### config.mk
export PLATFORM = sky130hd
export DESIGN_NAME = cache_stage
export DESIGN_NICKNAME = d
export VERILOG_FILES = /design/src/mem_addr_pkg.sv /design/src/cache_pkg.sv /design/src/cache_stage.sv
export VERILOG_INCLUDE_DIRS = /design/src /design/src/include
export SDC_FILE = /design/constraint.sdc
export NUM_CORES = 2
export LEC_CHECK = 0
export ABC_AREA = 0
export BUFFER_PORTS_ARGS = -buffer_cell sky130_fd_sc_hd__buf_2
export CAP_MARGIN = 20
export CORE_MARGIN = 2
export CORE_UTILIZATION = 55
export CTS_CLUSTER_SIZE = 24
export DETAILED_ROUTE_END_ITERATION = 12
export PLACE_DENSITY = 0.72
export RECOVER_POWER = 50
export SLEW_MARGIN = 20
export SYNTH_ARGS = -nofsm -noshare
export SYNTH_HDL_FRONTEND = slang
export SYNTH_SLANG_ARGS = --single-unit
### constraint.sdc
create_clock -name clk -period 6.8 [get_ports clk]
set_clock_uncertainty 0.05 [all_clocks]
set_input_delay 1.02 -clock clk [delete_from_list [all_inputs] [get_ports clk]]
set_output_delay 1.02 -clock clk [all_outputs]
set_load 0.03 [all_outputs]
### src/include/mem_params.svh
`ifndef MEM_PARAMS_SVH
`define MEM_PARAMS_SVH

// Word address width for 4096 words in the store
`define ADDR_W 12

`define WORD_W 32

// Four words make a 128-bit line
`define LINE_WORDS 4

// Direct-mapped cache entries
`define CACHE_LINES 16

`define WQ_DEPTH 4

// Cycles from line read issue to fill ready
`define MEM_LATENCY 3

`endif
### src/mem_addr_pkg.sv
`include "mem_params.svh"

package mem_addr_pkg;

    localparam int OFFSET_W    = $clog2(`LINE_WORDS);
    localparam int LINE_ADDR_W = `ADDR_W - OFFSET_W;

    typedef logic [`WORD_W-1:0]             word_t;
    typedef logic [`ADDR_W-1:0]             word_addr_t;
    typedef logic [`LINE_WORDS*`WORD_W-1:0] line_t;       // Word 0 in the low bits
    typedef logic [LINE_ADDR_W-1:0]         line_addr_t;
    typedef logic [OFFSET_W-1:0]            offset_t;

    // Line part of a word address
    function automatic line_addr_t line_of(word_addr_t addr);
        return addr[`ADDR_W-1:OFFSET_W];
    endfunction

    function automatic offset_t offset_of(word_addr_t addr);
        return addr[OFFSET_W-1:0];
    endfunction

    // Pick one word out of a line
    function automatic word_t word_of(line_t line, offset_t off);
        return line[off*`WORD_W +: `WORD_W];
    endfunction

endpackage

### src/cache_pkg.sv
`include "mem_params.svh"

package cache_pkg;

    import mem_addr_pkg::*;

    localparam int INDEX_W = $clog2(`CACHE_LINES);
    localparam int TAG_W   = LINE_ADDR_W - INDEX_W;

    typedef logic [INDEX_W-1:0] index_t;
    typedef logic [TAG_W-1:0]   tag_t;

    // One queued write-through of 44 bits
    typedef struct packed {
        word_addr_t addr;
        word_t      data;
    } write_entry_t;

    function automatic index_t index_of(line_addr_t line_addr);
        return line_addr[INDEX_W-1:0];
    endfunction

    function automatic tag_t tag_of(line_addr_t line_addr);
        return line_addr[LINE_ADDR_W-1:INDEX_W];
    endfunction

endpackage

### src/cache_stage.sv
`timescale 1ns/1ps
`include "mem_params.svh"

module cache_stage (
    input  logic                     clk,
    input  logic                     rst,
    input  logic                     req_valid,
    input  logic                     req_write,
    input  mem_addr_pkg::word_addr_t req_addr,
    input  mem_addr_pkg::word_t      req_wdata,
    output logic                     req_ready,
    output logic                     resp_valid,
    output mem_addr_pkg::word_t      resp_rdata,
    output logic                     wq_push,
    output cache_pkg::write_entry_t  wq_entry,
    input  logic                     wq_full,
    output logic                     fill_req,
    output mem_addr_pkg::line_addr_t fill_addr,
    input  logic                     fill_valid,
    input  mem_addr_pkg::line_t      fill_line
);

    import mem_addr_pkg::*;
    import cache_pkg::*;

    // Tag and data arrays
    tag_t  tag_q  [`CACHE_LINES];
    line_t line_q [`CACHE_LINES];
    logic [`CACHE_LINES-1:0] valid_q;

    logic       miss_pending;
    word_addr_t miss_addr;      // Read that missed is held until the fill

    logic    accept;
    logic    fill_done;
    index_t  req_index;
    tag_t    req_tag;
    offset_t req_offset;
    logic    req_hit;
    index_t  miss_index;

    assign req_index  = index_of(line_of(req_addr));
    assign req_tag    = tag_of(line_of(req_addr));
    assign req_offset = offset_of(req_addr);
    assign req_hit    = valid_q[req_index] && (tag_q[req_index] == req_tag);
    assign miss_index = index_of(line_of(miss_addr));

    // No new request while a miss is open or the queue is full
    assign req_ready = !miss_pending && !wq_full;
    assign accept    = req_valid && req_ready;
    assign fill_done = fill_valid && miss_pending;

    // Every write goes through to memory
    assign wq_push       = accept && req_write;
    assign wq_entry.addr = req_addr;
    assign wq_entry.data = req_wdata;

    assign fill_req  = miss_pending;
    assign fill_addr = line_of(miss_addr);

    always_ff @(posedge clk) begin
        if (rst) begin
            valid_q      <= '0;
            miss_pending <= 1'b0;
            resp_valid   <= 1'b0;
        end else begin
            resp_valid <= 1'b0;
            if (fill_done) begin
                valid_q[miss_index] <= 1'b1;   // Old entry evicted
                miss_pending        <= 1'b0;
                resp_valid          <= 1'b1;
            end else if (accept && !req_write) begin
                if (req_hit) begin
                    resp_valid <= 1'b1;
                end else begin
                    miss_pending <= 1'b1;
                end
            end
        end
    end

    // Arrays, miss address and read data
    always_ff @(posedge clk) begin
        if (fill_done) begin
            tag_q[miss_index]  <= tag_of(fill_addr);
            line_q[miss_index] <= fill_line;
            resp_rdata         <= word_of(fill_line, offset_of(miss_addr));
        end else if (accept) begin
            if (req_write) begin
                // Keep a cached copy current but never allocate
                if (req_hit) begin
                    line_q[req_index][req_offset*`WORD_W +: `WORD_W] <= req_wdata;
                end
            end else begin
                miss_addr  <= req_addr;
                resp_rdata <= word_of(line_q[req_index], req_offset);
            end
        end
    end

endmodule

==> out/qor.yml <==
route.detailed.drc: 0
max_slew_margin_pct: -129
pin_count: 268
grt_util_met2_pct: 45.8
holdPathStages: 2
worstSetupEndpointType: "register"
netlist_instances: 3975
worst_pin_slew_ps: 3440
r2r_start: "fill_req"
r2r_end: "line_q[6][25]"
wirelength_mm: 244
route.vias.total: 45075
p_leak_nw: 31.1
ys.flop_type: "edfxtp_1"
coreArea_um2: 158000
hp-start: "valid_q[10]"
synth_area_leaders: "edfxtp_1 75%, mux4_2 19%, nand3_1 0.74%"
grt_usage_pct: 30.4
vdd_ir_drop_max_uv: 251
grt-ovfl-total: 0
finalNonFillerCells: 6614
rsz0062_at_grt: "no"
violations: "capacitance limit, slew limit"
layout_common_cells: "2188 x edfxtp_1, 721 x mux4_2, 207 x clkbuf_16"
final_area_um2: 98600
grt_pass1_vias: 44619
rr_worst_depth: 5
clk_pin_slew_ps: 60
dieArea_um2: 162000
num_rows: 146
wl_per_cell_um: 36.9
cts_setup_buffers: 0
grtUsageMet3_pct: 8.54
fmax_mhz: 167
synth.yosys.warnings: 0
ys_seq_area_share_pct: 75.6
numPortBuffers: 267
cts_resized: 0
die_h_um: 403
synth_seq_cells: 2206
crit_type: "register to register"
first_pass_iters: 5
nets: 4556
yosysTopAreaCell: "edfxtp_1"
grt_pass1_wl_mm: 339
viasPerCell: 6.82
drive_gt1_share_pct: 30.9
synthesis.area_um2: 87400
fin_crit_sh_pct: 88.3
gr-max-usage-layer: "met2"
dp_hpwl_mm: 140
hp-class: "register to register"
antenna_found_initial: 14
r2r_slack_ps: 790
worstPathRequired_ps: 7170
die-width_um: 403
clockBufferDepth: 3
start_kind: "register"
max-cap-violations: 39
clock_sinks: 2206
yosys.cell_types.count: 40
dp_cells: 6235
syn_to_final_growth_pct: 12.8
grt_max_degree: 170
finalHoldViolCount: 0
powerDensity_nw_per_um2: 284
syn_avg_cell_area_um2: 22.0
cts_hold_buf: 0
total_power_mw: 28.0
start_util_pct: 55.3
clk_latency_ps: 830
final.fill_count: 10564
final_common_cell: "edfxtp_1"
setup_tns_ps: 0
worstPathMaxFanout: 38
cts_tree: "yes"
setup_viol: 0
drt-initial-drc-count: 7372
clock-root-buffer: "clkbuf_16"
grt_use_met1_pct: 42.5
cp_data_arrival_time_ps: 6370
htree_levels: 4
fin_crit_ps: 6010
ant_nets: 0
drv_slew: 925
async_flop_share_pct: 0
synth_nets: 4157
place_area_um2: 92700
synth_top_area_share_pct: 75.1
gp_congestion: 0.921
status: "finished with violations"
synth_edf_count: 2188
min_to: "valid_q[10]"
cts-buffers-inserted: 204
==> cell families after synthesis <==
group	after synthesis	synth area share (%)
flops	2206	75.6
mux	766	19.1
buf+inv	416	2.16
simple gates	415	2.09
compound gates	165	1.01
fa+ha+maj	4	0.0572
xor+xnor	3	0.0301
==> report_power, final <==
group / switching (mW) / internal, mW
combinational: 1.00 / 0.608
sequential: 0.0194 / 15.0
clock: 4.92 / 6.43
total: 5.94 / 22.0
==> critical path, cell delays in order (launching register included) <==
cell      delay (ps)
dfxtp_1          400
and2_2           160
clkbuf_1        2220
a21oi_1         1270
nor2_4           400
clkbuf_1        1040
==> synth_stat cells, types with 4 or more instances <==
library cell	number
nand3_1	130
buf_2	63
buf_6	4
nor3_1	20
nor3b_1	4
edfxtp_1	2188
nor2_1	132
buf_4	58
mux2i_1	44
clkbuf_1	144
ha_1	4
nand2_1	106
buf_1	13
o21ai_0	121
a22oi_1	12
o21ai_1	8
inv_1	130
nand2b_1	9
mux4_2	721
dfxtp_1	18
and3_1	4
a21oi_1	14
==> worst max path at each step <==
stage | cells after the start | slack [ps] | startpoint | end
detailed placement | 12 | 1100 | req_addr[2] | line_q[14][98]
CTS | 12 | 1960 | req_addr[2] | line_q[6][100]
global placement | 13 | 1120 | req_addr[2] | line_q[14][98]
global route | 9 | 910 | req_addr[0] | line_q[2][124]
finish | 5 | 790 | fill_req | line_q[6][25]
floorplan | 10 | 1740 | req_addr[2] | line_q[12][0]
==> per-stage QoR <==
stage / hold slack (ps) / utilization [%] / setup WS [ps]
after floorplan: 385 / - / 1740
final: 420 / 62.3 / 795
after CTS: 352 / 62.7 / 1960
after global placement: 395 / 58.5 / 1120
after detailed placement: 410 / 58.6 / 1100
after global routing: 456 / 62.3 / 908
==> per-layer routing <==
layer	wire (µm)	share of wire [%]
met1	86100	35
met2	112000	46
met3	33800	14
met4	11800	4.8
met5	201	0.082
==> state kept, by name, summed over array words and instances, names as in the netlist <==
name	count
fill_req	1
line_q	2048
miss_addr	12
resp_rdata	32
resp_valid	1
tag_q	96
valid_q	16
==> final cells by class <==
class,instances,area (µm²),area share [%]
flip-flops and latches,2206,66100,67.0
multi-input cells,1353,19900,20.2
clock buffers,244,5320,5.40
repair buffers,477,2920,2.96
well taps,2072,2590,2.63
clock inverters,127,1240,1.26
inverters,132,503,0.510
diodes,3,7.51,0.00762
No activity file was read; power rests on OpenSTA's default activity.
