File: config.mk
export PLATFORM = sky130hd
export DESIGN_NAME = write_queue
export DESIGN_NICKNAME = d
export VERILOG_FILES = /design/src/mem_addr_pkg.sv /design/src/cache_pkg.sv /design/src/write_queue.sv
export VERILOG_INCLUDE_DIRS = /design/src /design/src/include
export SDC_FILE = /design/constraint.sdc
export NUM_CORES = 1
export LEC_CHECK = 0
export ABC_AREA = 1
export ABC_CLOCK_PERIOD_IN_PS = 4400
export BUFFER_PORTS_ARGS = -buffer_cell sky130_fd_sc_hd__buf_4
export CORE_MARGIN = 5
export CORE_UTILIZATION = 55
export DETAILED_ROUTE_END_ITERATION = 8
export GPL_ROUTABILITY_DRIVEN = 0
export HOLD_SLACK_MARGIN = 0.12
export PLACE_DENSITY = 0.81
export SLEW_MARGIN = 20
export SYNTH_ARGS = -nofsm -noshare
export SYNTH_HDL_FRONTEND = slang
export SYNTH_SLANG_ARGS = --single-unit
File: constraint.sdc
create_clock -name clk -period 4.4 [get_ports clk]
set_clock_uncertainty 0.05 [all_clocks]
set_input_delay 0.88 -clock clk [delete_from_list [all_inputs] [get_ports clk]]
set_output_delay 0.88 -clock clk [all_outputs]
set_load 0.05 [all_outputs]
File: src/include/mem_params.svh
`ifndef MEM_PARAMS_SVH
`define MEM_PARAMS_SVH

// Word address width for 4096 words in the store
`define ADDR_W 12

`define WORD_W 32

// Four words make a 128-bit line
`define LINE_WORDS 4

// Direct-mapped cache entries
`define CACHE_LINES 16

`define WQ_DEPTH 4

// Cycles from line read issue to fill ready
`define MEM_LATENCY 3

`endif
File: src/mem_addr_pkg.sv
`include "mem_params.svh"

package mem_addr_pkg;

    localparam int OFFSET_W    = $clog2(`LINE_WORDS);
    localparam int LINE_ADDR_W = `ADDR_W - OFFSET_W;

    typedef logic [`WORD_W-1:0]             word_t;
    typedef logic [`ADDR_W-1:0]             word_addr_t;
    typedef logic [`LINE_WORDS*`WORD_W-1:0] line_t;       // Word 0 in the low bits
    typedef logic [LINE_ADDR_W-1:0]         line_addr_t;
    typedef logic [OFFSET_W-1:0]            offset_t;

    // Line part of a word address
    function automatic line_addr_t line_of(word_addr_t addr);
        return addr[`ADDR_W-1:OFFSET_W];
    endfunction

    function automatic offset_t offset_of(word_addr_t addr);
        return addr[OFFSET_W-1:0];
    endfunction

    // Pick one word out of a line
    function automatic word_t word_of(line_t line, offset_t off);
        return line[off*`WORD_W +: `WORD_W];
    endfunction

endpackage

File: src/cache_pkg.sv
`include "mem_params.svh"

package cache_pkg;

    import mem_addr_pkg::*;

    localparam int INDEX_W = $clog2(`CACHE_LINES);
    localparam int TAG_W   = LINE_ADDR_W - INDEX_W;

    typedef logic [INDEX_W-1:0] index_t;
    typedef logic [TAG_W-1:0]   tag_t;

    // One queued write-through of 44 bits
    typedef struct packed {
        word_addr_t addr;
        word_t      data;
    } write_entry_t;

    function automatic index_t index_of(line_addr_t line_addr);
        return line_addr[INDEX_W-1:0];
    endfunction

    function automatic tag_t tag_of(line_addr_t line_addr);
        return line_addr[LINE_ADDR_W-1:INDEX_W];
    endfunction

endpackage

File: src/write_queue.sv
`timescale 1ns/1ps
`include "mem_params.svh"

module write_queue (
    input  logic                    clk,
    input  logic                    rst,
    input  logic                    wq_push,
    input  cache_pkg::write_entry_t wq_entry,
    input  logic                    wq_pop,
    output cache_pkg::write_entry_t wq_head,
    output logic                    wq_full,
    output logic                    wq_empty
);

    import cache_pkg::*;

    localparam int PTR_W = $clog2(`WQ_DEPTH);

    write_entry_t entries [`WQ_DEPTH];

    logic [PTR_W-1:0] wr_ptr;
    logic [PTR_W-1:0] rd_ptr;
    logic [PTR_W:0]   count;
    logic [PTR_W:0]   count_next;
    logic             do_push;
    logic             do_pop;

    assign do_push = wq_push && !wq_full;
    assign do_pop  = wq_pop && !wq_empty;

    always_comb begin
        count_next = count;
        case ({do_push, do_pop})
            2'b10:   count_next = count + 1'b1;
            2'b01:   count_next = count - 1'b1;
            default: count_next = count;    // Both or neither
        endcase
    end

    always_ff @(posedge clk) begin
        if (rst) begin
            wr_ptr   <= '0;
            rd_ptr   <= '0;
            count    <= '0;
            wq_full  <= 1'b0;
            wq_empty <= 1'b1;
        end else begin
            if (do_push) begin
                wr_ptr <= wr_ptr + 1'b1;   // Wraps since depth is a power of two
            end
            if (do_pop) begin
                rd_ptr <= rd_ptr + 1'b1;
            end
            count    <= count_next;
            wq_full  <= (count_next == (PTR_W+1)'(`WQ_DEPTH));
            wq_empty <= (count_next == '0);
        end
    end

    always_ff @(posedge clk) begin
        if (do_push) begin
            entries[wr_ptr] <= wq_entry;
        end
    end

    assign wq_head = entries[rd_ptr];

endmodule

==> flow_summary_export.csv, run 1 <==
group,metric,value,unit
timing,fin_crit,3430,ps
clock_network,cts_tree,"done",
min_path,hold_path_class,"register to register",
worst_setup_path,crit_slowest_cell,"dfxtp_2",
global_route,grt_pass1_wl,21800,um
timing,max_freq,0.292,GHz
timing,slew_violations,0,
detailed_routing,drt_iter0_drc,363,
logic_synthesis,synthesis.nets,549,
layout,syn_to_final_growth,19.3,%
clock_network,cts_resized,0,
logic_synthesis,yosys-top-cells-area,"edfxtp_1, o21ai_0, nor2_1",
worst_setup_path,timing_worst_setup_path_type,"register to output pin",
clock_network,cts.clk_slew.worst_paths,60,ps
run,drv_cap,0,
logic_synthesis,synth-seq-area-share,0.772,
layout,nNetsFinal,639,
die,die_area,0.0153,sq mm
worst_setup_path,cp.arrival,2500,ps
logic_synthesis,syn_area_per_cell,14.4,sq um
detailed_routing,drt_pass1_iterations,5,
detailed_routing,final_antenna_net_count,0,
logic_synthesis,syn_area,0.00713,sq mm
clock_network,cts_buffers,17,
worst_setup_path,endpoint_kind,"output pin",
detailed_routing,wl_per_cell,18.5,um
die,die_x,124,um
detailed_routing,routed_wl,14300,um
global_route,first_global_vias,4265,
timing,rsz0062_at_grt,"false",
pwr,leakagePower,3.02,nW
worst_setup_path,critPathMaxFanout,45,
logic_synthesis,synth_edf_count,176,
layout,drive_above_1_share,0.259,
die,core_area,0.0127,sq mm
global_route,grt_antenna_before_repair,0,
global_route,overflow,0,
die,die_y,124,um
clock_network,cts_hold_buffers,0,
die,rows,41,
place,port-buffer-count,93,
logic_synthesis,ys_ff_latch,187,
detailed_routing,drc,0,
timing,maxSlewHeadroom,0.439,
detailed_routing,via_count,4316,
clock_network,cts_max_path_buffers,2,
logic_synthesis,synth_cells,495,
pwr,total_power,0.00442,W
die,start_util,0.563,
worst_setup_path,cp.required,3470,ps
clock_network,cts_setup_buffers,0,
pwr,vdd_drop_max,0.000364,V
die,io_pins,94,
timing,setup_violations,0,
place,dp_hpwl,8610,um
timing,worstMarginPinSlew,841,ps
pwr,power_density,520,mW/mm^2
clock_network,clkSinkCount,187,
clock_network,clk-insertion-delay-late,430,ps
clock_network,h-tree-depth,4,
worst_setup_path,path_cells,"inv_2 -> o21ai_0 -> o22ai_2 -> buf_4",
logic_synthesis,yosys.area.top_type,"edfxtp_1",
logic_synthesis,synth_warnings,0,
timing,hold_viol_final,0,
worst_setup_path,startpoint_type,"register",
timing,fin_tns_setup,0,ps
worst_setup_path,critPathMaxStageDelay,880,ps
logic_synthesis,synth_top_flop_cell,"edfxtp_1",
clock_network,cts-root-buf,"clkbuf_16",
detailed_routing,viasPerCell,5.61,
logic_synthesis,synth.top_cell.area_share,0.741,
logic_synthesis,synthArstFlopShare,0,
logic_synthesis,ys_types,23,
outcome,status,"complete, no violations",
global_route,grt_max_degree,89,
layout,antenna_cells,0,
global_route,track_usage,0.191,
timing,post-route-period-util,0.779,
[worst paths after layout]
kind,start,to,slack [ps],cells after the start
min reg2reg,rd_ptr[0],rd_ptr[0],470,1
min,rd_ptr[0],rd_ptr[0],470,1
max,register,wq_head[21],970,4
max reg2reg,wq_full,entries[3][5],2180,4
[cell families after synthesis]
family	share of synthesized area
AO/OA/AOI/OAI	0.115
AND/OR/NAND/NOR	0.0647
adder cells (fa/ha/maj)	0.0116
buffers and inverters	0.0360
flip-flops	0.772
XOR/XNOR	0.00123
[per-layer routing]
metal	share of wire	track usage	routed length, um	vias up
li1	-	-	-	2015
met1	0.40	0.244	5700	2124
met2	0.52	0.320	7380	153
met5	0	0	0	-
met4	0.017	0.0727	244	0
met3	0.066	0.0445	941	24
[layout make-up]
type	count	area (sq um)
repair buffers	98	736
fillers	869	4160
well taps	172	215
inverters	20	80.1
clock buffers	17	425
flip-flops and latches	187	5510
clock inverters	15	148
multi-input cells	261	1400
[flip-flops by register name (all words and copies together), names as in the netlist, named ones only]
signal	cells
rd_ptr	2
entries	176
count	3
wq_full	1
wq_empty	1
wr_ptr	2
[critical path: cells and delay by family (launching register included)]
kind / cells / cell delay [ps]
DFF: 1 / 880
AOI/OAI and AO/OA: 2 / 410
buffers and inverters: 2 / 760
[cells in the final DEF (no fill, tap or decap), types with 7 or more instances in the layout]
cell and instances:
buf_4 98, clkbuf_16 17, dfxtp_1 9, edfxtp_1 176
inv_1 18, nand2_1 12, nor2_1 83, nor2_2 10
o21ai_0 85, o21ai_1 7, o22ai_1 34, o22ai_2 10
[synthesized netlist by cell type (4+ instances only)]
cell type,count
o22ai_2,10
o21ai_1,7
nand2_1,12
ha_1,5
dfxtp_1,11
o21ai_0,85
buf_2,18
nor2_2,10
edfxtp_1,176
o22ai_1,34
inv_1,18
nor2_1,87
a21oi_1,4
[report_power, final]
part | total (W) | switching, W | internal, W
Clock | 0.00146 | 0.000629 | 0.000834
Combinational | 0.000855 | 0.000618 | 0.000237
Sequential | 0.00211 | 0.0000491 | 0.00206
Total | 0.00442 | 0.00130 | 0.00313
[per-stage QoR]
stage	area (sq um)	worst slack, ps	hold slack, ps	std cells	util
6_report	8510	975	467	770	0.672
5_1_grt	8510	797	469	770	0.672
4_1_cts	8510	934	460	770	0.672
3_5_place_dp	7940	1410	433	738	0.627
3_3_place_gp	7940	1480	405	738	0.627
2_1_floorplan	7130	1000	394	495	-
Power figures use the tool's default switching activity.
==> inputs of run 2 (changes only) <==
--- a/config.mk
+++ b/config.mk
@@ -7,14 +7,14 @@
 export NUM_CORES = 1
 export LEC_CHECK = 0
 export ABC_AREA = 1
-export ABC_CLOCK_PERIOD_IN_PS = 4400
+export ABC_CLOCK_PERIOD_IN_PS = 3000
 export BUFFER_PORTS_ARGS = -buffer_cell sky130_fd_sc_hd__buf_4
 export CORE_MARGIN = 5
-export CORE_UTILIZATION = 55
+export CORE_UTILIZATION = 51
 export DETAILED_ROUTE_END_ITERATION = 8
 export GPL_ROUTABILITY_DRIVEN = 0
 export HOLD_SLACK_MARGIN = 0.12
-export PLACE_DENSITY = 0.81
+export PLACE_DENSITY = 0.79
 export SLEW_MARGIN = 20
 export SYNTH_ARGS = -nofsm -noshare
 export SYNTH_HDL_FRONTEND = slang
==> constraint.sdc (replaced) <==
create_clock -name clk -period 3 [get_ports clk]
set_clock_uncertainty 0.05 [all_clocks]
set_input_delay 0.6 -clock clk [delete_from_list [all_inputs] [get_ports clk]]
set_output_delay 0.6 -clock clk [all_outputs]
set_load 0.05 [all_outputs]
==> flow_summary_export.csv, run 2 (synthesis gave the netlist of run 1 again) <==
group,metric,value,unit
detailed_routing,via_count,4353,
worst_setup_path,cpMostUsedCell,"buf_4",
worst_setup_path,crit_slowest_cell,"buf_4",
clock_network,clkSinkCount,187,
worst_setup_path,path_cells,"buf_4 -> o21ai_0 -> o22ai_1 -> buf_4",
layout,largest_register_ffs,176,
layout,nNetsFinal,652,
worst_setup_path,critPathMaxFanout,50,
worst_setup_path,r2r_cells,12,
detailed_routing,routed_wl,14800,um
place,dp_hpwl,8770,um
clock_network,cts_hold_buffers,0,
worst_setup_path,timing_worst_setup_path_type,"register to output pin",
place,dp.cells,759,
global_route,overflow,0,
pwr,leakagePower,3.10,nW
worst_setup_path,startpoint_type,"register",
clock_network,cts_buffers,17,
global_route,grt_antenna_before_repair,0,
layout,stdcell_count,791,
run,drv_cap,0,
worst_setup_path,critPathCapture,"wq_head[4]",
timing,maxSlewHeadroom,0.562,
clock_network,cts_resized,0,
clock_network,cts.clk_slew.worst_paths,70,ps
detailed_routing,viasPerCell,5.50,
clock_network,cts_setup_buffers,0,
detailed_routing,wl_per_cell,18.7,um
detailed_routing,drt_pass1_iterations,5,
timing,fin_tns_setup,0,ps
die,die_area,0.0165,sq mm
timing,hold_viol_final,0,
pwr,vdd_drop_max,0.000486,V
global_route,first_global_vias,4400,
worst_setup_path,rrSetupSlack,990,ps
timing,max_freq,0.377,GHz
min_path,hold_path_class,"input port to register",
timing,slew_violations,0,
timing,setup_violations,0,
worst_setup_path,cp.required,2350,ps
die,die_x,128,um
clock_network,cts-root-buf,"clkbuf_16",
timing,fin_crit,2650,ps
timing,rsz0062_at_grt,"false",
pwr,total_power,0.00661,W
layout,final_cell_mix,"edfxtp_1, buf_4, o21ai_0",
global_route,track_usage,0.185,
timing,post-route-period-util,0.885,
die,core_area,0.0138,sq mm
layout,layout_commonest_cell,"edfxtp_1",
worst_setup_path,critPathMaxStageDelay,460,ps
clock_network,clk-insertion-delay-late,420,ps
place,port-buffer-count,93,
layout,drive_above_1_share,0.275,
die,start_util,0.518,
layout,syn_to_final_growth,21.4,%
die,die_y,128,um
global_route,grt_pass1_wl,22800,um
worst_setup_path,cp.arrival,2000,ps
clock_network,cts_max_path_buffers,2,
detailed_routing,drt_iter0_drc,297,
layout,top_regs,"entries: 176 flops, count: 3 flops",
place,place_area,0.00806,sq mm
worst_setup_path,timing.rr.start,"wq_full",
timing,setup_slack,345,ps
clock_network,cts_tree,"done",
worst_setup_path,endpoint_kind,"output pin",
layout,final_area,0.00866,sq mm
worst_setup_path,r2r_end,"wq_empty",
pwr,power_density,764,mW/mm^2
die,rows,43,
min_path,hp-start,"wq_entry[14]",
clock_network,h-tree-depth,4,
detailed_routing,final_antenna_net_count,0,
timing,worstMarginPinSlew,657,ps
layout,registers.top_by_ff_count,"entries",
detailed_routing,drc,0,
die,io_pins,94,
layout,antenna_cells,0,
place,place_ws,666,ps
global_route,grt_max_degree,89,
outcome,status,"complete, no violations",
[run 2: changes by cell type in the layout (fill, tap and decap cells not counted), sizes merged]
| cell | delta |
|---|---|
| clkinv | -2 |
| clkbuf | +1 |
| bufinv | +1 |
| buf | +13 |
[run 2: area by class of cell]
class / instances / area [sq um]
flip-flops and latches: 187 / 5510
inverters: 20 / 80.1
well taps: 180 / 225
multi-input cells: 261 / 1400
repair buffers: 111 / 846
clock inverters: 14 / 169
fillers: 1048 / 5120
clock buffers: 18 / 429
[run 2: worst max-delay path: cells and delay by family, from the launching register on]
| family | cells | cell delay, ps |
|---|---|---|
| AO/OA/AOI/OAI | 2 | 480 |
| buffers and inverters | 2 | 700 |
| flip-flops | 1 | 380 |
[run 2: metal layers]
metal | part of all wire | routed length (um) | GRT usage
met5 | 0 | 0 | 0
met3 | 0.053 | 781 | 0.0467
met1 | 0.40 | 5850 | 0.220
met2 | 0.53 | 7850 | 0.324
met4 | 0.018 | 270 | 0.0674
[run 2: per-stage QoR]
stage	hold WS, ps	util
3_3_place_gp	404	0.585
2_1_floorplan	394	-
6_report	325	0.629
3_5_place_dp	415	0.585
4_1_cts	305	0.629
5_1_grt	301	0.629
[run 2: worst min-delay path by stage]
stage / end / slack, ps / cells past startpoint
final: entries[0][14] / 320 / 1
after global routing: entries[3][36] / 300 / 1
after CTS: entries[0][3] / 310 / 1
after detailed placement: rd_ptr[0] / 420 / 1
after global placement: rd_ptr[0] / 400 / 1
after floorplan: register / 390 / 1
[run 2: power breakdown]
group / total (W) / switching (W) / leakage (nW) / internal [W]
sequential: 0.00306 / 0.0000416 / 1.71 / 0.00301
clock: 0.00225 / 0.000933 / 0.286 / 0.00131
combinational: 0.00131 / 0.000945 / 1.11 / 0.000365
